[src/axil_pkg.sv]
package axil_pkg;

    // ==================================================
    // register map
    // ==================================================

    // byte offsets inside the register region
    localparam logic [9:0] addr_ctrl     = 10'h000;
    localparam logic [9:0] addr_item_num = 10'h004;
    localparam logic [9:0] addr_even     = 10'h008;

    // lowest of the two region bits, addr[11:10] must be zero to hit
    localparam int region_bits = 10;

    // only response ever returned
    localparam logic [1:0] resp_okay = 2'b00;

    // ==================================================
    // channel and register structs
    // ==================================================

    // write request latched from the aw and w channels
    typedef struct packed {
        logic [11:2] addr;
        logic [31:0] data;
    } axil_wreq_t;

    // control registers seen by the datapath
    // ctrl word layout: bit1 run, bit0 gen
    typedef struct packed {
        logic        run;
        logic        gen;
        logic [15:0] item_memory_num;
        logic        even;
    } ctrl_regs_t;

endpackage

[src/hdc_pkg.sv]
package hdc_pkg;

    // ==================================================
    // sizes
    // ==================================================

    // one xorshift32 word is one item, so dim is 32
    localparam int hv_dim = 32;

    // one core per 32-bit lane
    localparam int num_cores = 4;
    localparam int stream_width = hv_dim * num_cores;

    // per-bit ones counters and the beat counter
    // packets are limited to 255 beats
    localparam int cnt_width = 8;

    // item index width, matches the item_memory_num register
    localparam int item_width = 16;

    // xorshift32 start state
    localparam logic [31:0] xs_seed = 32'd2463534242;

    // ==================================================
    // vector and beat types
    // ==================================================

    typedef logic [hv_dim-1:0] hv_t;

    // lane 0 sits in the low 32 bits of the stream
    typedef hv_t [num_cores-1:0] lanes_t;

    typedef struct packed {
        lanes_t data;
        logic   last;
    } in_beat_t;

endpackage

[src/axil_regs.sv]
`timescale 1ns/1ps

module axil_regs (
    input  logic                 AXIS_ACLK,
    input  logic                 S_AXI_ARESETN,
    input  logic [31:0]          S_AXI_AWADDR,
    input  logic                 S_AXI_AWVALID,
    output logic                 S_AXI_AWREADY,
    input  logic [31:0]          S_AXI_WDATA,
    input  logic [3:0]           S_AXI_WSTRB,
    input  logic                 S_AXI_WVALID,
    output logic                 S_AXI_WREADY,
    output logic [1:0]           S_AXI_BRESP,
    output logic                 S_AXI_BVALID,
    input  logic                 S_AXI_BREADY,
    input  logic [31:0]          S_AXI_ARADDR,
    input  logic                 S_AXI_ARVALID,
    output logic                 S_AXI_ARREADY,
    output logic [31:0]          S_AXI_RDATA,
    output logic [1:0]           S_AXI_RRESP,
    output logic                 S_AXI_RVALID,
    input  logic                 S_AXI_RREADY,
    input  logic                 gen_done,
    output axil_pkg::ctrl_regs_t regs
);

    // idle, got aw, got w, write response, read decode, read response
    typedef enum logic [2:0] {
        st_idle, st_aw, st_w, st_resp, st_ar1, st_ar2
    } state_t;

    state_t               state;
    axil_pkg::axil_wreq_t wreq;
    logic [3:0]           wstrb;
    logic [11:2]          raddr;
    logic                 wr_first;
    logic                 wr_hit;
    logic [9:0]           wr_off;
    logic [9:0]           rd_off;
    logic [31:0]          rd_word;

    // ==================================================
    // handshakes
    // ==================================================

    assign S_AXI_AWREADY = (state == st_idle) || (state == st_w);
    assign S_AXI_WREADY  = (state == st_idle) || (state == st_aw);
    // a pending write wins over a read
    assign S_AXI_ARREADY = (state == st_idle) && !S_AXI_AWVALID && !S_AXI_WVALID;
    assign S_AXI_BVALID  = (state == st_resp);
    assign S_AXI_RVALID  = (state == st_ar2);
    assign S_AXI_BRESP   = axil_pkg::resp_okay;
    assign S_AXI_RRESP   = axil_pkg::resp_okay;

    always_ff @(posedge AXIS_ACLK) begin
        if (!S_AXI_ARESETN) begin
            state    <= st_idle;
            wr_first <= 1'b0;
        end else begin
            // one-cycle strobe on entry to the response state
            wr_first <= 1'b0;
            case (state)
                st_idle: begin
                    if (S_AXI_AWVALID && S_AXI_WVALID) begin
                        state    <= st_resp;
                        wr_first <= 1'b1;
                    end else if (S_AXI_AWVALID) begin
                        state <= st_aw;
                    end else if (S_AXI_WVALID) begin
                        state <= st_w;
                    end else if (S_AXI_ARVALID) begin
                        state <= st_ar1;
                    end
                end
                st_aw: begin
                    if (S_AXI_WVALID) begin
                        state    <= st_resp;
                        wr_first <= 1'b1;
                    end
                end
                st_w: begin
                    if (S_AXI_AWVALID) begin
                        state    <= st_resp;
                        wr_first <= 1'b1;
                    end
                end
                st_resp: if (S_AXI_BREADY) state <= st_idle;
                st_ar1:  state <= st_ar2;
                st_ar2:  if (S_AXI_RREADY) state <= st_idle;
                default: state <= st_idle;
            endcase
        end
    end

    // address and data latches, word address only
    always_ff @(posedge AXIS_ACLK) begin
        if (S_AXI_AWVALID && S_AXI_AWREADY) wreq.addr <= S_AXI_AWADDR[11:2];
        if (S_AXI_WVALID && S_AXI_WREADY) begin
            wreq.data <= S_AXI_WDATA;
            wstrb     <= S_AXI_WSTRB;
        end
        if (S_AXI_ARVALID && S_AXI_ARREADY) raddr <= S_AXI_ARADDR[11:2];
    end

    // ==================================================
    // register write
    // ==================================================

    assign wr_off = {wreq.addr[9:2], 2'b00};
    assign wr_hit = wr_first && (wreq.addr[axil_pkg::region_bits +: 2] == 2'b00);

    always_ff @(posedge AXIS_ACLK) begin
        if (!S_AXI_ARESETN) begin
            regs <= '0;
        end else begin
            // self-clear, a write below on the same edge overrides it
            if (gen_done) regs.gen <= 1'b0;
            if (wr_hit) begin
                case (wr_off)
                    axil_pkg::addr_ctrl: begin
                        if (wstrb[0]) begin
                            regs.run <= wreq.data[1];
                            regs.gen <= wreq.data[0];
                        end
                    end
                    axil_pkg::addr_item_num: begin
                        if (wstrb[0]) regs.item_memory_num[7:0] <= wreq.data[7:0];
                        if (wstrb[1]) regs.item_memory_num[15:8] <= wreq.data[15:8];
                    end
                    axil_pkg::addr_even: if (wstrb[0]) regs.even <= wreq.data[0];
                    default: ;
                endcase
            end
        end
    end

    // ==================================================
    // register read
    // ==================================================

    assign rd_off = {raddr[9:2], 2'b00};

    always_comb begin
        rd_word = '0;
        // outside the region or unmapped reads as zero
        if (raddr[axil_pkg::region_bits +: 2] == 2'b00) begin
            case (rd_off)
                axil_pkg::addr_ctrl:     rd_word[1:0] = {regs.run, regs.gen};
                axil_pkg::addr_item_num: rd_word[15:0] = regs.item_memory_num;
                axil_pkg::addr_even:     rd_word[0] = regs.even;
                default: ;
            endcase
        end
    end

    // read data captured in the decode cycle
    always_ff @(posedge AXIS_ACLK) begin
        if (state == st_ar1) S_AXI_RDATA <= rd_word;
    end

endmodule

[src/bundle_core.sv]
`timescale 1ns/1ps

module bundle_core (
    input  logic                 AXIS_ACLK,
    input  logic                 S_AXI_ARESETN,
    input  axil_pkg::ctrl_regs_t regs,
    input  hdc_pkg::hv_t         seed,
    input  hdc_pkg::hv_t         lane,
    input  logic                 in_fire,
    input  logic                 clear,
    output hdc_pkg::hv_t         majority
);

    hdc_pkg::hv_t                 bound;
    logic [hdc_pkg::cnt_width-1:0] cnt [hdc_pkg::hv_dim];
    logic [hdc_pkg::cnt_width-1:0] beats;
    logic [hdc_pkg::cnt_width-1:0] half;

    // ==================================================
    // binding and counting
    // ==================================================

    // bind by xor with the seed hypervector
    assign bound = lane ^ seed;

    always_ff @(posedge AXIS_ACLK) begin
        if (!S_AXI_ARESETN || clear) begin
            // clear wins, no beat is accepted during a flush
            beats <= '0;
            for (int j = 0; j < hdc_pkg::hv_dim; j++) begin
                cnt[j] <= '0;
            end
        end else if (in_fire) begin
            beats <= beats + 1'b1;
            // one ones counter per bit position
            for (int j = 0; j < hdc_pkg::hv_dim; j++) begin
                cnt[j] <= cnt[j] + {{(hdc_pkg::cnt_width-1){1'b0}}, bound[j]};
            end
        end
    end

    // ==================================================
    // majority threshold
    // ==================================================

    // half the beat count, rounded down
    assign half = beats >> 1;

    always_comb begin
        for (int j = 0; j < hdc_pkg::hv_dim; j++) begin
            if (cnt[j] > half) begin
                majority[j] = 1'b1;
            end else if (({1'b0, cnt[j]} << 1) == {1'b0, beats}) begin
                // exact tie, only possible on an even beat count
                // even set: follow the seed bit, else zero
                majority[j] = regs.even ? seed[j] : 1'b0;
            end else begin
                majority[j] = 1'b0;
            end
        end
    end

endmodule

[src/bundle_stream_ctrl.sv]
`timescale 1ns/1ps

module bundle_stream_ctrl (
    input  logic                 AXIS_ACLK,
    input  logic                 S_AXI_ARESETN,
    input  axil_pkg::ctrl_regs_t regs,
    input  logic                 S_AXIS_TVALID,
    input  logic                 S_AXIS_TLAST,
    output logic                 S_AXIS_TREADY,
    input  hdc_pkg::lanes_t      majorities,
    output logic                 in_fire,
    output logic                 clear,
    output hdc_pkg::lanes_t      M_AXIS_TDATA,
    output logic                 M_AXIS_TVALID,
    output logic                 M_AXIS_TLAST,
    input  logic                 M_AXIS_TREADY
);

    logic flush;

    // ==================================================
    // input side
    // ==================================================

    // stall input while a flush is pending or a result is offered
    assign S_AXIS_TREADY = regs.run && !flush && !M_AXIS_TVALID;
    assign in_fire       = S_AXIS_TVALID && S_AXIS_TREADY;

    // counters reset on the flush edge or while stopped
    assign clear = flush || !regs.run;

    // flush lands one edge after the last beat
    always_ff @(posedge AXIS_ACLK) begin
        if (!S_AXI_ARESETN || !regs.run) begin
            flush <= 1'b0;
        end else begin
            flush <= in_fire && S_AXIS_TLAST;
        end
    end

    // ==================================================
    // output beat
    // ==================================================

    always_ff @(posedge AXIS_ACLK) begin
        if (!S_AXI_ARESETN || !regs.run) begin
            M_AXIS_TVALID <= 1'b0;
        end else if (flush) begin
            M_AXIS_TVALID <= 1'b1;
        end else if (M_AXIS_TREADY) begin
            // beat taken
            M_AXIS_TVALID <= 1'b0;
        end
    end

    // majorities are still valid on the flush edge
    // data holds until the next flush
    always_ff @(posedge AXIS_ACLK) begin
        if (flush) M_AXIS_TDATA <= majorities;
    end

    // one output beat per packet
    assign M_AXIS_TLAST = M_AXIS_TVALID;

endmodule

[src/hdc_top.sv]
`timescale 1ns/1ps

module hdc_top (
    input  logic                               AXIS_ACLK,
    input  logic                               S_AXI_ARESETN,
    // axi-lite slave
    input  logic [31:0]                        S_AXI_AWADDR,
    input  logic                               S_AXI_AWVALID,
    output logic                               S_AXI_AWREADY,
    input  logic [31:0]                        S_AXI_WDATA,
    input  logic [3:0]                         S_AXI_WSTRB,
    input  logic                               S_AXI_WVALID,
    output logic                               S_AXI_WREADY,
    output logic [1:0]                         S_AXI_BRESP,
    output logic                               S_AXI_BVALID,
    input  logic                               S_AXI_BREADY,
    input  logic [31:0]                        S_AXI_ARADDR,
    input  logic                               S_AXI_ARVALID,
    output logic                               S_AXI_ARREADY,
    output logic [31:0]                        S_AXI_RDATA,
    output logic [1:0]                         S_AXI_RRESP,
    output logic                               S_AXI_RVALID,
    input  logic                               S_AXI_RREADY,
    // stream in, one lane per core
    input  logic [hdc_pkg::stream_width-1:0]   S_AXIS_TDATA,
    input  logic                               S_AXIS_TLAST,
    input  logic                               S_AXIS_TVALID,
    output logic                               S_AXIS_TREADY,
    // stream out, one beat per packet
    output logic [hdc_pkg::stream_width-1:0]   M_AXIS_TDATA,
    output logic                               M_AXIS_TLAST,
    output logic                               M_AXIS_TVALID,
    input  logic                               M_AXIS_TREADY
);

    axil_pkg::ctrl_regs_t regs;
    logic                 gen_done;
    hdc_pkg::hv_t         seed;
    hdc_pkg::in_beat_t    s_beat;
    hdc_pkg::lanes_t      majorities;
    hdc_pkg::lanes_t      m_data;
    logic                 in_fire;
    logic                 clear;

    assign s_beat.data  = S_AXIS_TDATA;
    assign s_beat.last  = S_AXIS_TLAST;
    assign M_AXIS_TDATA = m_data;

    // ==================================================
    // control and seed
    // ==================================================

    axil_regs u_regs (.*);

    item_gen u_gen (.*);

    // ==================================================
    // bundling cores
    // ==================================================

    for (genvar i = 0; i < hdc_pkg::num_cores; i++) begin : g_core
        bundle_core u_core (
            .AXIS_ACLK     (AXIS_ACLK),
            .S_AXI_ARESETN (S_AXI_ARESETN),
            .regs          (regs),
            .seed          (seed),
            .lane          (s_beat.data[i]),
            .in_fire       (in_fire),
            .clear         (clear),
            .majority      (majorities[i])
        );
    end

    bundle_stream_ctrl u_stream (
        .AXIS_ACLK     (AXIS_ACLK),
        .S_AXI_ARESETN (S_AXI_ARESETN),
        .regs          (regs),
        .S_AXIS_TVALID (S_AXIS_TVALID),
        .S_AXIS_TLAST  (s_beat.last),
        .S_AXIS_TREADY (S_AXIS_TREADY),
        .majorities    (majorities),
        .in_fire       (in_fire),
        .clear         (clear),
        .M_AXIS_TDATA  (m_data),
        .M_AXIS_TVALID (M_AXIS_TVALID),
        .M_AXIS_TLAST  (M_AXIS_TLAST),
        .M_AXIS_TREADY (M_AXIS_TREADY)
    );

endmodule

[src/item_gen.sv]
`timescale 1ns/1ps

module item_gen (
    input  logic                 AXIS_ACLK,
    input  logic                 S_AXI_ARESETN,
    input  axil_pkg::ctrl_regs_t regs,
    output hdc_pkg::hv_t         seed,
    output logic                 gen_done
);

    logic [31:0]                  xs;
    logic [31:0]                  xs_nxt;
    logic [hdc_pkg::item_width-1:0] idx;
    logic                         hit;

    // ==================================================
    // xorshift32 step
    // ==================================================

    function automatic logic [31:0] xorshift32(input logic [31:0] x);
        logic [31:0] y;
        y = x ^ (x << 13);
        y = y ^ (y >> 17);
        y = y ^ (y << 5);
        return y;
    endfunction

    // item idx is the next generator output
    assign xs_nxt = xorshift32(xs);

    // selected item reached, hold off once gen_done is out
    assign hit = regs.gen && !gen_done && (idx == regs.item_memory_num);

    // ==================================================
    // item memory walk
    // ==================================================

    // walk restarts whenever gen is low or a walk just finished
    // so a gen write on the clearing edge starts a fresh walk
    always_ff @(posedge AXIS_ACLK) begin
        if (!S_AXI_ARESETN || !regs.gen || gen_done) begin
            xs       <= hdc_pkg::xs_seed;
            idx      <= '0;
            gen_done <= 1'b0;
        end else begin
            xs       <= xs_nxt;
            idx      <= idx + 1'b1;
            // one-cycle pulse, clears gen in the register block
            gen_done <= hit;
        end
    end

    // seed capture
    // held across gen low, only the next hit replaces it
    always_ff @(posedge AXIS_ACLK) begin
        if (!S_AXI_ARESETN) begin
            seed <= '0;
        end else if (hit) begin
            seed <= xs_nxt;
        end
    end

endmodule

[config.mk]
export PLATFORM = sky130hd
export DESIGN_NAME = hdc_top
export DESIGN_NICKNAME = d
export VERILOG_FILES = /design/src/axil_pkg.sv /design/src/hdc_pkg.sv /design/src/axil_regs.sv /design/src/bundle_core.sv /design/src/bundle_stream_ctrl.sv /design/src/hdc_top.sv /design/src/item_gen.sv
export SDC_FILE = /design/constraint.sdc
export NUM_CORES = 2
export LEC_CHECK = 0
export ABC_AREA = 1
export BUFFER_PORTS_ARGS = -buffer_cell sky130_fd_sc_hd__buf_2
export CAP_MARGIN = 20
export CORE_MARGIN = 10
export CORE_UTILIZATION = 63
export DETAILED_ROUTE_END_ITERATION = 8
export PLACE_DENSITY = 0.79
export SLEW_MARGIN = 20
export SYNTH_ARGS = -nofsm -noshare
export SYNTH_HDL_FRONTEND = slang
export SYNTH_SLANG_ARGS = --single-unit
export TNS_END_PERCENT = 20
[constraint.sdc]
create_clock -name AXIS_ACLK -period 31.2 [get_ports AXIS_ACLK]
set_clock_uncertainty 0.1 [all_clocks]
set_input_delay 3.12 -clock AXIS_ACLK [delete_from_list [all_inputs] [get_ports AXIS_ACLK]]
set_output_delay 3.12 -clock AXIS_ACLK [all_outputs]
set_load 0.02 [all_outputs]
==> results.md <==
- Clock Latency Late Sink: 0.82 ns
- Iter 0 DRT Violations: 6669
- Sequential share of the synthesized area: 44.8%
- Flop pwr share: 51.9%
- Total global-route track usage: 29.6%
- First drt pass iteration count: 6
- Crit path time final: between 7 and 8 ns
- CTS tree: yes
- Die X-Extent: 392 um
- Fillers: ~10000
- Status: finished, final reports clean
- Vias in the first global route: between 60000 and 70000
- CTS root buf: clkbuf_16
- Final hold violations: 0
- YS warnings: 0
- First-pass GRT wire length: approximately 360 mm
- Cts bufs inserted: 150
- Longest Clk Path Bufs: 3
- Largest net degree at the start of global routing: 198
- Post-route DRC violation count: 0
- Slew HR: between 20 and 25%
- # rows: about 140
- CTS H-tree lvls: 4
- RSZ-0062 raised after global routing: no
- Setup TNS Final: 0 ns
- Crit path max fanout: 150
- CORE AREA: 137000 um^2
- Worst-path cell chain: buf_2 -> nand2_1 -> nor2_4 -> inv_8 -> nor2_4 -> inv_8 -> buf_4 -> buf_4 -> a21oi_1 -> o21a_1
- Crit end category: flip-flop
- Seq. cell area: around 40000 um^2
- Final wirelength: ~230 mm
- Slowest cell on crit path: buf_4
- Multi-input combinational cell area: around 42000 um^2
- Overflow left after global routing: 0
- EDFF count, synth: 1206
- Layout Nets: 11500
- Setup bufs post-CTS: 0
- Routed wire per std cell: 19.3 um
- I/O pins: between 400 and 500
- Hold bufs inserted after CTS: 0
- Hpwl dp: ~150 mm
- Clock transition at the registers of the reported paths: approximately 0.060 ns
- Hold WC Path Type: flip-flop to flip-flop
- Clock power frac: 46.1%
- Overall power: around 0.0038 W
- Worst Tran Pin Value: around 1.1 ns
- Via density: roughly 6
- Setup Viol. Count Final: 0
- Synth unique cells: 43
- Max-Cap Viols: 0
- Worst hold slack: 0.393 ns
- Startpoint Class: primary input
- Arrival @ worst endpoint: approximately 7.6 ns
- Clk sinks: roughly 1300
- Die H: 392 um
- Switching power: a little over 0.0008 W
- Vias: approximately 70000
- Maximum clock rate: about 0.14 GHz
- Layout cells sized above 1: under 10%
- Leak: around 42 nW
- Seq cells post-synth: 1344
- Internal: roughly 0.0029 W
- Dominant synthesized flop cell: edfxtp_1
- Initial antenna violation count: 10
- Tcrit/Tclk final: 22.9%
- Antenna viol nets, final: 0
- Post-Syn Instances: 9740
- Asr flop ratio synth: 0%
- Initial Utilization: between 60% and 70%
- Max stage delay on crit path: 0.86 ns
- Peak supply drop: about 0.000056 V
- Combinational cell fraction of total power: 2.0%
- RD Place Congestion: approximately 0.90
- Switch share: between 20% and 30%
- Post-layout util: a little over two thirds
- Mapped cell area: roughly 87000 um^2
- Resize count post-CTS: 0
- P&R area growth vs syn: 9.67%
- Critical Path RT: 31.66 ns
- Critical path class: primary input to flip-flop
- Power Density: between 30 and 40 nW/um^2
- Syn_area_per_cell: between 8 and 9 um^2
- Final Max Slew Viols: 0
- Die area: 153000 um^2
- Port Buf Inserts: about 330
## worst paths after layout
check | from | depth (start not counted) | to | slack, ns
setup reg to reg | u_regs.regs[18]$_SDFFE_PN0P_ | 8 | g_core[1].u_core.cnt[0][202]$_SDFFCE_PP0P_ | 26.30
setup / recovery | S_AXI_ARESETN | 10 | g_core[2].u_core.cnt[0][110]$_SDFFCE_PN0P_ | 24.05
hold reg to reg | u_gen.idx[15]$_SDFF_PP0_ | 2 | u_gen.idx[15]$_SDFF_PP0_ | 0.39
hold / removal | u_gen.idx[15]$_SDFF_PP0_ | 2 | u_gen.idx[15]$_SDFF_PP0_ | 0.39
## critical path: cells and delay by family
kind,cells,cell delay [ns]
buffers and inverters,5,3.22
and+or+nand+nor,3,0.70
AOI/OAI and AO/OA,2,0.23
## kinds of logic (layout without fill, tap and decap cells)
| group | count (synthesis) | count (layout) | synth area share (%) |
|---|---|---|---|
| compound gates | 1587 | 1587 | 9.66 |
| other cells | 1 | 24 | 0.00431 |
| xor+xnor | 258 | 258 | 2.60 |
| flops | 1344 | 1344 | 44.8 |
| fa+ha+maj | 1157 | 1157 | 16.6 |
| simple gates | 3772 | 3772 | 19.2 |
| buf+inv | 1621 | 2086 | 7.13 |
## stage by stage
step                      setup slack, ns  cells  area (um^2)
after floorplan                      3.14   9759        87100
after global placement              23.04  11700        90700
after detailed placement            22.97  11700        90700
after CTS                           23.80  12000        95400
after global routing                23.82  12000        95500
final                               24.05  12000        95500
## cell usage after synthesis (2+ instances only)
cell type,number,area [um^2]
xor2_1,191,1670
a31o_2,3,26.3
o21ai_0,525,2630
nor4b_1,2,17.5
nor3b_1,148,1110
nand4_1,306,1910
clkbuf_1,142,533
o211ai_1,15,113
nor4_1,42,263
edfxtp_1,1206,36200
xnor2_1,67,587
nor2_1,1258,4720
buf_1,6,22.5
a211oi_1,9,67.6
and3_1,38,238
inv_2,5,18.8
buf_2,35,175
nand2_1,1256,4710
nand3_1,350,1750
inv_1,1407,5280
ha_1,1157,14500
nor3_2,8,80.1
a21o_1,11,82.6
o21bai_1,46,345
nor3_1,300,1500
clkinv_1,4,15.0
a21oi_1,845,4230
o21a_1,52,390
nor2_2,2,12.5
buf_4,22,165
a31oi_1,63,394
dfxtp_1,138,2760
nand3b_1,4,30.0
and2_1,10,62.6
or2_2,44,275
o31ai_1,16,120
## registers in the layout (all words and copies together), names as in the netlist, 2 cells and up
register               cells
u_regs.wstrb               2
u_gen.xs                  32
u_regs.S_AXI_RDATA        16
u_regs.wreq               18
u_stream.M_AXIS_TDATA    128
u_regs.regs               19
u_regs.wr_off              8
g_core.u_core.beats       32
u_regs.raddr              10
u_gen.idx                 16
u_regs.state               3
g_core.u_core.cnt       1024
u_gen.seed                32
## placed cells by master (no fill, tap or decap), types with 32 or more instances in the layout
cell	instances
inv_1	1383
nor3_1	300
nand2_1	1255
xor2_1	191
o21bai_1	46
xnor2_1	67
or2_2	44
a21oi_1	845
o21a_1	52
clkinv_1	32
edfxtp_1	1206
buf_4	64
clkbuf_16	153
clkbuf_1	34
buf_2	327
a31oi_1	63
o21ai_0	525
nand4_1	306
nor4_1	42
nand3_1	349
nor3b_1	148
ha_1	1157
and3_1	38
nor2_1	1258
dfxtp_1	132
## per-layer routing
metal	global-route usage (%)	up-vias	routed length (um)
met5	0	-	0
met4	15.5	0	13100
met3	5.60	640	21000
met2	48.4	2808	107000
met1	37.3	33300	91800
li1	-	34300	-
## area by class of cell
| type | instances | area share [%] |
|---|---|---|
| Clock inverter | 81 | 0.718 |
| Inverter | 1416 | 5.58 |
| Multi-Input combinational cell | 6794 | 44.0 |
| Antenna cell | 4 | 0.0105 |
| Clock buffer | 194 | 4.24 |
| Timing Repair Buffer | 395 | 2.31 |
| Sequential cell | 1344 | 40.8 |
| Tap cell | 1794 | 2.35 |
## power groups by stage
stage          sequential (W)  combinational [W]  clock (W)
2_1_floorplan         0.00199          0.0000409          0
3_3_place_gp          0.00199          0.0000706          0
3_5_place_dp          0.00199          0.0000733          0
4_1_cts               0.00195          0.0000737    0.00175
5_1_grt               0.00195          0.0000821    0.00182
6_report              0.00195          0.0000742    0.00174
(Power assumes the default switching activity.)
